`src/rp_pkg.sv`:
```
// analog path shared types
package rp_pkg;

  ////////////////////////////////////////
  // sample and calibration types
  ////////////////////////////////////////

  // signed sample, converted or calibrated
  typedef logic signed [13:0] sample_t;

  // converter word, two low bits unused
  typedef logic [15:0] raw_adc_t;

  // gain, unity at 2**14
  typedef logic signed [15:0] gain_t;

  // offset added after the shift
  typedef logic signed [13:0] offset_t;

  // free-running cycle count
  typedef logic [63:0] stamp_t;

  ////////////////////////////////////////
  // register port
  ////////////////////////////////////////

  typedef logic [15:0] cfg_data_t;

  // write address map
  typedef enum logic [3:0] {
    ADC_GAIN0 = 4'd0,
    ADC_GAIN1 = 4'd1,
    ADC_OFFS0 = 4'd2,
    ADC_OFFS1 = 4'd3,
    DAC_GAIN0 = 4'd4,
    DAC_GAIN1 = 4'd5,
    DAC_OFFS0 = 4'd6,
    DAC_OFFS1 = 4'd7,
    LOOP_CTRL = 4'd8,   // bit per channel
    DEB_LEN   = 4'd9
  } cfg_addr_e;

  // reset values
  localparam gain_t GAIN_UNITY    = 16'sd16384;
  localparam int    DEB_LEN_RESET = 4;

endpackage : rp_pkg

```
`src/calib_regs.sv`:
```
// calibration register set
`timescale 1ns/1ps

module calib_regs #(
  parameter int unsigned DEB_W = 16
) (
  input  logic              adc_clk,
  input  logic              top_rst,
  // write port, single strobe
  input  logic              cfg_we_i,
  input  rp_pkg::cfg_addr_e cfg_addr_i,
  input  rp_pkg::cfg_data_t cfg_wdata_i,
  // gains
  output rp_pkg::gain_t     adc_gain0_o,
  output rp_pkg::gain_t     adc_gain1_o,
  output rp_pkg::gain_t     dac_gain0_o,
  output rp_pkg::gain_t     dac_gain1_o,
  // offsets
  output rp_pkg::offset_t   adc_offs0_o,
  output rp_pkg::offset_t   adc_offs1_o,
  output rp_pkg::offset_t   dac_offs0_o,
  output rp_pkg::offset_t   dac_offs1_o,
  // loopback enables and debounce length
  output logic [1:0]        loop_o,
  output logic [DEB_W-1:0]  deb_len_o
);

  // offsets come from the low bits of the word
  rp_pkg::offset_t wdata_offs;
  assign wdata_offs = rp_pkg::offset_t'(cfg_wdata_i[13:0]);

  ////////////////////////////////////////
  // write decode
  ////////////////////////////////////////

  always_ff @(posedge adc_clk, posedge top_rst) begin
    if (top_rst) begin
      adc_gain0_o <= rp_pkg::GAIN_UNITY;
      adc_gain1_o <= rp_pkg::GAIN_UNITY;
      dac_gain0_o <= rp_pkg::GAIN_UNITY;
      dac_gain1_o <= rp_pkg::GAIN_UNITY;
      adc_offs0_o <= '0;
      adc_offs1_o <= '0;
      dac_offs0_o <= '0;
      dac_offs1_o <= '0;
      loop_o      <= '0;
      deb_len_o   <= DEB_W'(rp_pkg::DEB_LEN_RESET);
    end else if (cfg_we_i) begin
      case (cfg_addr_i)
        rp_pkg::ADC_GAIN0: adc_gain0_o <= rp_pkg::gain_t'(cfg_wdata_i);
        rp_pkg::ADC_GAIN1: adc_gain1_o <= rp_pkg::gain_t'(cfg_wdata_i);
        rp_pkg::ADC_OFFS0: adc_offs0_o <= wdata_offs;
        rp_pkg::ADC_OFFS1: adc_offs1_o <= wdata_offs;
        rp_pkg::DAC_GAIN0: dac_gain0_o <= rp_pkg::gain_t'(cfg_wdata_i);
        rp_pkg::DAC_GAIN1: dac_gain1_o <= rp_pkg::gain_t'(cfg_wdata_i);
        rp_pkg::DAC_OFFS0: dac_offs0_o <= wdata_offs;
        rp_pkg::DAC_OFFS1: dac_offs1_o <= wdata_offs;
        rp_pkg::LOOP_CTRL: loop_o      <= cfg_wdata_i[1:0];
        rp_pkg::DEB_LEN:   deb_len_o   <= DEB_W'(cfg_wdata_i);
        // unmapped addresses dropped
        default: ;
      endcase
    end
  end

  // address has to be driven along with the strobe
  a_addr_known: assert property (
    @(posedge adc_clk) disable iff (top_rst)
    cfg_we_i |-> !$isunknown(cfg_addr_i)
  );

endmodule : calib_regs

```
`src/linear_calib.sv`:
```
// linear gain and offset stage
`timescale 1ns/1ps

module linear_calib #(
  parameter int unsigned DWM = 16
) (
  input  logic            adc_clk,
  input  logic            top_rst,
  input  rp_pkg::sample_t dat_i,
  input  rp_pkg::gain_t   gain_i,
  input  rp_pkg::offset_t offs_i,
  output rp_pkg::sample_t dat_o
);

  // sample width and full product width
  localparam int unsigned SW = $bits(rp_pkg::sample_t);
  localparam int unsigned MW = SW + DWM;

  // saturation bounds in sum width
  localparam logic signed [MW:0] SAT_MAX = (MW+1)'(2**(SW-1) - 1);
  localparam logic signed [MW:0] SAT_MIN = (MW+1)'(-(2**(SW-1)));

  logic signed [MW-1:0] mul_r;
  logic signed [MW-1:0] shf;
  logic signed [MW:0]   sum;

  ////////////////////////////////////////
  // stage one, product
  ////////////////////////////////////////

  always_ff @(posedge adc_clk, posedge top_rst) begin
    if (top_rst) begin
      mul_r <= '0;
    end else begin
      mul_r <= dat_i * gain_i;
    end
  end

  ////////////////////////////////////////
  // stage two, shift, offset, clip
  ////////////////////////////////////////

  // drop the gain fraction, keeps sign
  assign shf = mul_r >>> (DWM - 2);
  // one extra bit so the add cannot wrap
  assign sum = shf + offs_i;

  always_ff @(posedge adc_clk, posedge top_rst) begin
    if (top_rst) begin
      dat_o <= '0;
    end else if (sum > SAT_MAX) begin
      dat_o <= {1'b0, {(SW-1){1'b1}}};
    end else if (sum < SAT_MIN) begin
      dat_o <= {1'b1, {(SW-1){1'b0}}};
    end else begin
      dat_o <= sum[SW-1:0];
    end
  end

  // sample and register inputs must settle once reset is gone
  a_sum_known: assert property (
    @(posedge adc_clk) disable iff (top_rst)
    !$isunknown(sum)
  );

endmodule : linear_calib

```
`src/adc_frontend.sv`:
```
// ADC input path
`timescale 1ns/1ps

module adc_frontend #(
  parameter int unsigned DWM = 16
) (
  input  logic             adc_clk,
  input  logic             top_rst,
  // converter words
  input  rp_pkg::raw_adc_t adc_raw0_i,
  input  rp_pkg::raw_adc_t adc_raw1_i,
  // loopback
  input  logic [1:0]       loop_i,
  input  rp_pkg::sample_t  dac_cal0_i,
  input  rp_pkg::sample_t  dac_cal1_i,
  // calibration
  input  rp_pkg::gain_t    gain0_i,
  input  rp_pkg::gain_t    gain1_i,
  input  rp_pkg::offset_t  offs0_i,
  input  rp_pkg::offset_t  offs1_i,
  output rp_pkg::sample_t  adc_dat0_o,
  output rp_pkg::sample_t  adc_dat1_o
);

  rp_pkg::sample_t conv0_r;
  rp_pkg::sample_t conv1_r;
  rp_pkg::sample_t cal_in0;
  rp_pkg::sample_t cal_in1;

  // offset binary to signed, msb kept, rest inverted
  always_ff @(posedge adc_clk, posedge top_rst) begin
    if (top_rst) begin
      conv0_r <= '0;
      conv1_r <= '0;
    end else begin
      conv0_r <= {adc_raw0_i[15], ~adc_raw0_i[14:2]};
      conv1_r <= {adc_raw1_i[15], ~adc_raw1_i[14:2]};
    end
  end

  // digital loopback, bypasses the raw register
  assign cal_in0 = loop_i[0] ? dac_cal0_i : conv0_r;
  assign cal_in1 = loop_i[1] ? dac_cal1_i : conv1_r;

  linear_calib #(.DWM(DWM)) u_cal0 (
    .adc_clk (adc_clk),
    .top_rst (top_rst),
    .dat_i   (cal_in0),
    .gain_i  (gain0_i),
    .offs_i  (offs0_i),
    .dat_o   (adc_dat0_o)
  );

  linear_calib #(.DWM(DWM)) u_cal1 (
    .adc_clk (adc_clk),
    .top_rst (top_rst),
    .dat_i   (cal_in1),
    .gain_i  (gain1_i),
    .offs_i  (offs1_i),
    .dat_o   (adc_dat1_o)
  );

endmodule : adc_frontend

```
`src/dac_backend.sv`:
```
// DAC output path
`timescale 1ns/1ps

module dac_backend #(
  parameter int unsigned DWM = 16
) (
  input  logic            adc_clk,
  input  logic            top_rst,
  // signed samples in
  input  rp_pkg::sample_t dac_in0_i,
  input  rp_pkg::sample_t dac_in1_i,
  // calibration
  input  rp_pkg::gain_t   gain0_i,
  input  rp_pkg::gain_t   gain1_i,
  input  rp_pkg::offset_t offs0_i,
  input  rp_pkg::offset_t offs1_i,
  // calibrated, toward loopback
  output rp_pkg::sample_t dac_cal0_o,
  output rp_pkg::sample_t dac_cal1_o,
  // interleaved converter bus
  output logic [13:0]     dac_dat_o,
  output logic            dac_sel_o
);

  logic [13:0] fmt0;
  logic [13:0] fmt1;

  ////////////////////////////////////////
  // calibration
  ////////////////////////////////////////

  linear_calib #(.DWM(DWM)) u_cal0 (
    .adc_clk (adc_clk),
    .top_rst (top_rst),
    .dat_i   (dac_in0_i),
    .gain_i  (gain0_i),
    .offs_i  (offs0_i),
    .dat_o   (dac_cal0_o)
  );

  linear_calib #(.DWM(DWM)) u_cal1 (
    .adc_clk (adc_clk),
    .top_rst (top_rst),
    .dat_i   (dac_in1_i),
    .gain_i  (gain1_i),
    .offs_i  (offs1_i),
    .dat_o   (dac_cal1_o)
  );

  ////////////////////////////////////////
  // format and interleave
  ////////////////////////////////////////

  // signed to converter code, negative slope
  assign fmt0 = {dac_cal0_o[13], ~dac_cal0_o[12:0]};
  assign fmt1 = {dac_cal1_o[13], ~dac_cal1_o[12:0]};

  // select flips each cycle
  // data follows the new select value: high is ch0, low is ch1
  always_ff @(posedge adc_clk, posedge top_rst) begin
    if (top_rst) begin
      dac_sel_o <= 1'b0;
      dac_dat_o <= '0;
    end else begin
      dac_sel_o <= ~dac_sel_o;
      dac_dat_o <= dac_sel_o ? fmt1 : fmt0;
    end
  end

  // converter expects strict alternation
  a_sel_toggle: assert property (
    @(posedge adc_clk) disable iff (top_rst)
    $past(!top_rst) |-> (dac_sel_o != $past(dac_sel_o))
  );

endmodule : dac_backend

```
`src/trig_stamp.sv`:
```
// trigger debounce and time stamp
`timescale 1ns/1ps

module trig_stamp #(
  parameter int unsigned DEB_W = 16
) (
  input  logic             adc_clk,
  input  logic             top_rst,
  input  logic             trig_i,
  input  logic [DEB_W-1:0] deb_len_i,
  output logic             trig_pos_o,
  output logic             trig_neg_o,
  output rp_pkg::stamp_t   trig_stamp_o
);

  // two flop synchronizer
  logic [1:0]       sync_r;
  logic             trig_s;
  // filtered level and hold counter
  logic             filt_r;
  logic [DEB_W-1:0] hold_r;
  logic             accept;
  // free-running cycle counter
  rp_pkg::stamp_t   cts_r;

  ////////////////////////////////////////
  // synchronizer
  ////////////////////////////////////////

  always_ff @(posedge adc_clk, posedge top_rst) begin
    if (top_rst) begin
      sync_r <= '0;
    end else begin
      sync_r <= {sync_r[0], trig_i};
    end
  end

  assign trig_s = sync_r[1];

  ////////////////////////////////////////
  // debounce
  ////////////////////////////////////////

  // change taken only once the hold time ran out
  assign accept = (hold_r == '0) && (trig_s != filt_r);

  always_ff @(posedge adc_clk, posedge top_rst) begin
    if (top_rst) begin
      filt_r     <= 1'b0;
      hold_r     <= '0;
      trig_pos_o <= 1'b0;
      trig_neg_o <= 1'b0;
    end else begin
      trig_pos_o <= accept &  trig_s;
      trig_neg_o <= accept & ~trig_s;
      if (accept) begin
        filt_r <= trig_s;
        hold_r <= deb_len_i;
      end else if (hold_r != '0) begin
        // input ignored while counting down
        hold_r <= hold_r - 1'b1;
      end
    end
  end

  ////////////////////////////////////////
  // time stamp
  ////////////////////////////////////////

  always_ff @(posedge adc_clk, posedge top_rst) begin
    if (top_rst) begin
      cts_r        <= '0;
      trig_stamp_o <= '0;
    end else begin
      cts_r <= cts_r + 1'b1;
      // captured together with the strobe, held to next event
      if (accept) begin
        trig_stamp_o <= cts_r;
      end
    end
  end

  // one event per accepted change
  a_one_edge: assert property (
    @(posedge adc_clk) disable iff (top_rst)
    !(trig_pos_o && trig_neg_o)
  );

endmodule : trig_stamp

```
`src/rp_analog_top.sv`:
```
// analog signal path top
`timescale 1ns/1ps

module rp_analog_top #(
  parameter int unsigned DWM   = 16,
  parameter int unsigned DEB_W = 16
) (
  input  logic              adc_clk,
  input  logic              top_rst,
  // converter and sample streams
  input  rp_pkg::raw_adc_t  adc_raw0_i,
  input  rp_pkg::raw_adc_t  adc_raw1_i,
  input  rp_pkg::sample_t   dac_in0_i,
  input  rp_pkg::sample_t   dac_in1_i,
  input  logic              trig_i,
  // register writes
  input  logic              cfg_we_i,
  input  rp_pkg::cfg_addr_e cfg_addr_i,
  input  rp_pkg::cfg_data_t cfg_wdata_i,
  // outputs
  output rp_pkg::sample_t   adc_dat0_o,
  output rp_pkg::sample_t   adc_dat1_o,
  output logic [13:0]       dac_dat_o,
  output logic              dac_sel_o,
  output logic              trig_pos_o,
  output logic              trig_neg_o,
  output rp_pkg::stamp_t    trig_stamp_o
);

  ////////////////////////////////////////
  // local wires
  ////////////////////////////////////////

  rp_pkg::gain_t    adc_gain0;
  rp_pkg::gain_t    adc_gain1;
  rp_pkg::gain_t    dac_gain0;
  rp_pkg::gain_t    dac_gain1;
  rp_pkg::offset_t  adc_offs0;
  rp_pkg::offset_t  adc_offs1;
  rp_pkg::offset_t  dac_offs0;
  rp_pkg::offset_t  dac_offs1;
  logic [1:0]       loop;
  logic [DEB_W-1:0] deb_len;
  // calibrated DAC samples for loopback
  rp_pkg::sample_t  dac_cal0;
  rp_pkg::sample_t  dac_cal1;

  calib_regs #(.DEB_W(DEB_W)) u_regs (
    .adc_clk     (adc_clk),
    .top_rst     (top_rst),
    .cfg_we_i    (cfg_we_i),
    .cfg_addr_i  (cfg_addr_i),
    .cfg_wdata_i (cfg_wdata_i),
    .adc_gain0_o (adc_gain0),
    .adc_gain1_o (adc_gain1),
    .dac_gain0_o (dac_gain0),
    .dac_gain1_o (dac_gain1),
    .adc_offs0_o (adc_offs0),
    .adc_offs1_o (adc_offs1),
    .dac_offs0_o (dac_offs0),
    .dac_offs1_o (dac_offs1),
    .loop_o      (loop),
    .deb_len_o   (deb_len)
  );

  adc_frontend #(.DWM(DWM)) u_adc (
    .adc_clk    (adc_clk),
    .top_rst    (top_rst),
    .adc_raw0_i (adc_raw0_i),
    .adc_raw1_i (adc_raw1_i),
    .loop_i     (loop),
    .dac_cal0_i (dac_cal0),
    .dac_cal1_i (dac_cal1),
    .gain0_i    (adc_gain0),
    .gain1_i    (adc_gain1),
    .offs0_i    (adc_offs0),
    .offs1_i    (adc_offs1),
    .adc_dat0_o (adc_dat0_o),
    .adc_dat1_o (adc_dat1_o)
  );

  dac_backend #(.DWM(DWM)) u_dac (
    .adc_clk    (adc_clk),
    .top_rst    (top_rst),
    .dac_in0_i  (dac_in0_i),
    .dac_in1_i  (dac_in1_i),
    .gain0_i    (dac_gain0),
    .gain1_i    (dac_gain1),
    .offs0_i    (dac_offs0),
    .offs1_i    (dac_offs1),
    .dac_cal0_o (dac_cal0),
    .dac_cal1_o (dac_cal1),
    .dac_dat_o  (dac_dat_o),
    .dac_sel_o  (dac_sel_o)
  );

  trig_stamp #(.DEB_W(DEB_W)) u_trig (
    .adc_clk      (adc_clk),
    .top_rst      (top_rst),
    .trig_i       (trig_i),
    .deb_len_i    (deb_len),
    .trig_pos_o   (trig_pos_o),
    .trig_neg_o   (trig_neg_o),
    .trig_stamp_o (trig_stamp_o)
  );

endmodule : rp_analog_top

```
`config.mk`:
```
export PLATFORM = sky130hd
export DESIGN_NAME = rp_analog_top
export DESIGN_NICKNAME = d
export VERILOG_FILES = /design/src/rp_pkg.sv /design/src/calib_regs.sv /design/src/linear_calib.sv /design/src/adc_frontend.sv /design/src/dac_backend.sv /design/src/trig_stamp.sv /design/src/rp_analog_top.sv
export SDC_FILE = /design/constraint.sdc
export NUM_CORES = 2
export LEC_CHECK = 0
export ABC_AREA = 1
export CORE_MARGIN = 1.5
export CORE_UTILIZATION = 40
export CTS_CLUSTER_DIAMETER = 150
export DETAILED_ROUTE_END_ITERATION = 16
export DONT_BUFFER_PORTS = 1
export MAX_ROUTING_LAYER = met4
export PLACE_DENSITY = 0.56
export SYNTH_ARGS = -nofsm -noshare
export SYNTH_HDL_FRONTEND = slang
export SYNTH_SLANG_ARGS = --single-unit
```
`constraint.sdc`:
```
create_clock -name adc_clk -period 20.7 [get_ports adc_clk]
set_clock_uncertainty 0.05 [all_clocks]
set_input_delay 6.21 -clock adc_clk [delete_from_list [all_inputs] [get_ports adc_clk]]
set_output_delay 6.21 -clock adc_clk [all_outputs]
set_load 0.005 [all_outputs]
```
# Word level (Yosys, flattened, before mapping)
# Index checks and enable logic that the tools add are counted.
# classes
bitwise_logic	8
eq_ne	10
mux	13
n_addsub	6
mul	4
reduce_logical	15
order_cmp	8
# ops
op	count
14-bit 2-to-1 mux	11
14-bit by 16-bit multiplier with 30-bit output	4
16-bit by 14-bit adder with 17-bit output	4
17-bit by 14-bit > comparator with 1-bit output (second input constant)	4
17-bit by 14-bit < comparator with 1-bit output (second input constant)	4
64-bit by 1-bit adder with 64-bit output (second input constant)	1
13-bit NOT	4
16-bit 2-to-1 mux	2
2-bit AND reduction	10
4-bit by 3-bit == test with 1-bit output (second input constant)	4
16-bit logical NOT	1
16-bit nonzero test	1
16-bit by 1-bit subtractor with 16-bit output (second input constant)	1
4-bit by 2-bit == test with 1-bit output (second input constant)	2
4-bit == test (second input constant)	2
4-bit by 1-bit == test with 1-bit output (second input constant)	1
4-bit logical NOT	1
1-bit AND	2
1-bit NOT	2
2-bit nonzero test	1
1-bit logical AND	1
1-bit != test	1
# word_totals
out_inout_bits	109
word_cells	93
regBits	506
inputBits	84

# Longest topological paths before layout
# logic_depth
depth_word	4
mapped_depth	30
mapped_depth_nobuf	29

# Hierarchy
# A second synthesis with hierarchy kept.
# hier_totals
hier_cells	7427
hier_area_um2	57406.3
# modules_own_cells
module	seq_area_each_um2	n_inst	cells_each	area_per_inst_um2
linear_calib at u_adc.u_cal0	750.7	1	1438	10759.1
linear_calib at u_adc.u_cal1	750.7	1	1386	10571.4
linear_calib at u_dac.u_cal0	750.7	1	1379	10565.1
linear_calib at u_dac.u_cal1	750.7	1	1377	10527.6
trig_stamp	3728.6	1	983	7493.4
calib_regs	3459.6	1	632	5670.4
adc_frontend	700.7	1	145	1162.4
dac_backend	375.4	1	87	656.9

# Least setup slack after synthesis
# No wires, ideal clock.
# synth_timing
kind	input -> register
startpoint	in dac_in1_i[2]
endpoint	reg u_dac.u_cal1.mul_r[29]
setup_slack_ns	9.029
arrival_time_ns	11.504
cell_stages	23
setup_time_ns	0.116
n_path_buf	2
cell_sequence	clkbuf_1 clkbuf_1 nand2_1 fa_1 inv_1 fa_1 inv_1 fa_1 inv_1 fa_1 fa_1 inv_1 fa_1 inv_1 ha_1 nand2_1 o21ai_0 o21bai_1 a21oi_1 o21ai_0 inv_1 nand2_1 nand2_1
# synth_via
elab_chain_cells	1
# synth_lines
element	line_no	source
from (decl)	rp_analog_top.sv:14	input rp_pkg::sample_t dac_in1_i,
14-bit by 16-bit multiplier with 30-bit output	linear_calib.sv:35	mul_r <= dat_i * gain_i;
to (signal assigned)	linear_calib.sv:35	
to (decl)	linear_calib.sv:23	logic signed [MW-1:0] mul_r;
# No other way between the ends.
# A chain may end at the register's enable or synchronous reset.

# Worst setup path after layout
# Ends and elaborated chain as after synthesis.

==> results.md <==
* Hold path start: u_trig.sync_r[0]
* Postcts setup bufs at 0
* Vias in the first global route at 43498
* Crit path time final at 11.22 ns
* Slew headroom at 23.43%
* Worst-Skew Late Latency at 0.66 ns
* Die H at 374.2 um
* I/O Buffers at 0
* Final Hold Fails at 0
* Crit path DAT at 11.70 ns
* Most frequent cells after synthesis: nand2_1 (1627), inv_1 (1626), fa_1 (876)
* Rows at approximately 140
* Setup_tns at 0 ns
* Core ar. at roughly 140000 sq um
* H-tree depth at 2
* Die Wd at 374.2 um
* Design area at just under 60000 sq um
* First-pass GRT wire length at 238.6 mm
* Number of synthesized flops with an enable pin at 0
* Ys flop type: dfrtp_1
* Largest net degree at the start of global routing at 125
* Netlist cell types at 53
* DP Worst Slack at 8.797 ns
* Reg2reg start: u_regs.loop_o[0]
* Post-CTS sizing at 0
* Fin worst setup slack at 9.482 ns
* GR Overflow Total at 0
* Antenna Nets Post-Route at 0
* Area fraction of the dominant cell type after synthesis at 31.82%
* Initial antenna violation count at 16
* Worst Setup SP: dac_in1_i[2]
* Avg WL per Cell at 17.28 um
* Sequential fraction of the synthesis area at 20.44%
* Ratio of cells with drive above 1 in the final layout at 3.156%
* Fin util at a little over two fifths
* Synthesized area per cell at 8.061 sq um
* CP Class: input port to flip-flop
* Area Growth Syn to Fin at 6.534%
* Syn. warnings at 0
* Drt pass-1 iters at 7
* Die Area at about 140000 sq um
* Worst Setup End Kind: flip-flop
* Most common cell in the netlist: nand2_1
* CTS Sinks at 450
* Worst-Margin Slew at roughly 1.1 ns
* Final Max Slew Viols at 0
* Vias at 41895
* Hold buffers post-CTS at 0
* Synth Net Count at 8135
* Async set-reset flop share out of synthesis at 100.0%
* Startpoint Class: input port
* Syn Std Cell Area at approximately 55000 sq um
* Yosys reg bits at 450
* Post-placement cell area at between 50000 and 60000 sq um
* DP HPWL at 122.6 mm
* Cells after Synth at 6837
* Max Clk Rate at 89.14 MHz
* RSZ-0062 raised after global routing: false
* Final WL at between 100 and 150 mm
* I/O pin cnt at 193
* Maxcap violations at 0
* Initial Utilization at between 40% and 50%
* Layout net count at 8035
* Clock Tree Buf Depth at 3
* Clock tree root driver cell: clkbuf_16
* Worst-path fanout max at 16
* Data required, critical path at 21.18 ns
* Gpl congestion at just over 0.9
* Vias per inst at around 4.9
* CTS tree: done
* Fillers at around 14000
* Hold Path Class: flip-flop to flip-flop
* Clock transition at the registers of the reported paths at 0.06 ns
* GRT Total Usage at 22.24%
* Remaining DRCs at 0
* Yosys top cell by area: fa_1
* Count of final setup violators at 0
* Tcrit/Tclk final at ~54%
* Outcome: complete, no violations
* DR iter-0 viols at between 2000 and 3000
* Number of buffers created by CTS at 54
* Synth area leaders: fa_1 (32%), dfrtp_1 (20%), nand2_1 (11%)
[area by class of cell]
class	count	area, sq um	share of cell area (%)
multi-input cells	4553	36880	62.82
flip-flops and latches	450	11270	19.19
inverters	1645	6182	10.53
well taps	1794	2245	3.823
clock buffers	64	1409	2.400
clock inverters	35	425.4	0.7246
repair buffers	33	247.7	0.4220
diodes	21	52.55	0.08951
[worst max-delay path, stage by stage]
cell and delay (ns):
nand2_1 0.12, fa_1 0.60, inv_1 0.07, fa_1 0.88
fa_1 0.55, fa_1 0.54, inv_1 0.05, fa_1 0.48
fa_1 0.52, inv_1 0.04, ha_1 0.38, nand2_1 0.10
nor3_1 0.30, nand2_1 0.09, inv_1 0.09, nand3_1 0.06
o21ai_0 0.41, inv_1 0.08, nand2_1 0.08, nand2_1 0.05
[placed cells by master, fill, tap and decap left out, types with 33 or more instances in the layout]
master,n
clkbuf_16,54
nand3_1,154
dfrtp_1,445
nor2_1,601
ha_1,338
nand4_1,39
xnor2_1,57
a21oi_1,200
nand2_1,1627
fa_1,876
xor2_1,133
inv_1,1625
o21ai_0,245
nor3_1,82
buf_4,33
[per-stage QoR]
stage / instances / hold slack (ns)
floorplan: 6837 / 0.2812
global placement: 8475 / 0.4070
detailed placement: 8475 / 0.4059
CTS: 8574 / 0.4178
global route: 8593 / 0.4009
finish: 8595 / 0.4011
[sequential cells by signal (all words and copies together), names as in the netlist, 16 cells and up]
register	count
u_trig.cts_r	64
u_regs.deb_len_o	16
u_trig.hold_r	16
u_regs.dac_gain0_o	16
u_adc.u_cal1.mul_r	16
u_regs.adc_gain1_o	16
u_regs.dac_gain1_o	16
u_adc.u_cal0.mul_r	16
u_dac.u_cal1.mul_r	16
u_dac.u_cal0.mul_r	16
u_regs.adc_gain0_o	16
u_trig.trig_stamp_o	64
[kinds of logic (layout without fill, tap and decap cells)]
group	count (synthesis)	after routing	share of synthesized area [%]
xor+xnor	191	191	3.049
buf+inv	1834	1777	12.64
other cells	0	21	0
simple gates	2596	2596	18.95
compound gates	552	552	5.422
fa+ha+maj	1214	1214	39.50
flops	450	450	20.44
[final timing paths]
kind | end | slack [ns] | cells after the start
setup / recovery | u_dac.u_cal1.mul_r[29] | 9.48 | 20
hold / removal | u_trig.sync_r[1] | 0.40 | 0
setup reg to reg | u_adc.u_cal0.mul_r[29] | 13.65 | 24
hold reg to reg | u_trig.sync_r[1] | 0.40 | 0
max in group asynchronous | u_regs.dac_offs0_o[12] | 12.78 | 3
min in group asynchronous | u_regs.adc_offs0_o[13] | 5.44 | 1
[metal layers]
metal / share of wire (%) / vias up / GRT usage [%]
met5: 0 / - / -
met4: 2.0 / 0 / 4.778
met3: 7.9 / 169 / 5.319
met2: 45 / 1010 / 34.39
met1: 45 / 20696 / 29.68
li1: - / 20020 / -
Power is left out: the tool's default activity adds up to more than one toggle a clock period on the data nets, which glitch-free logic cannot reach.
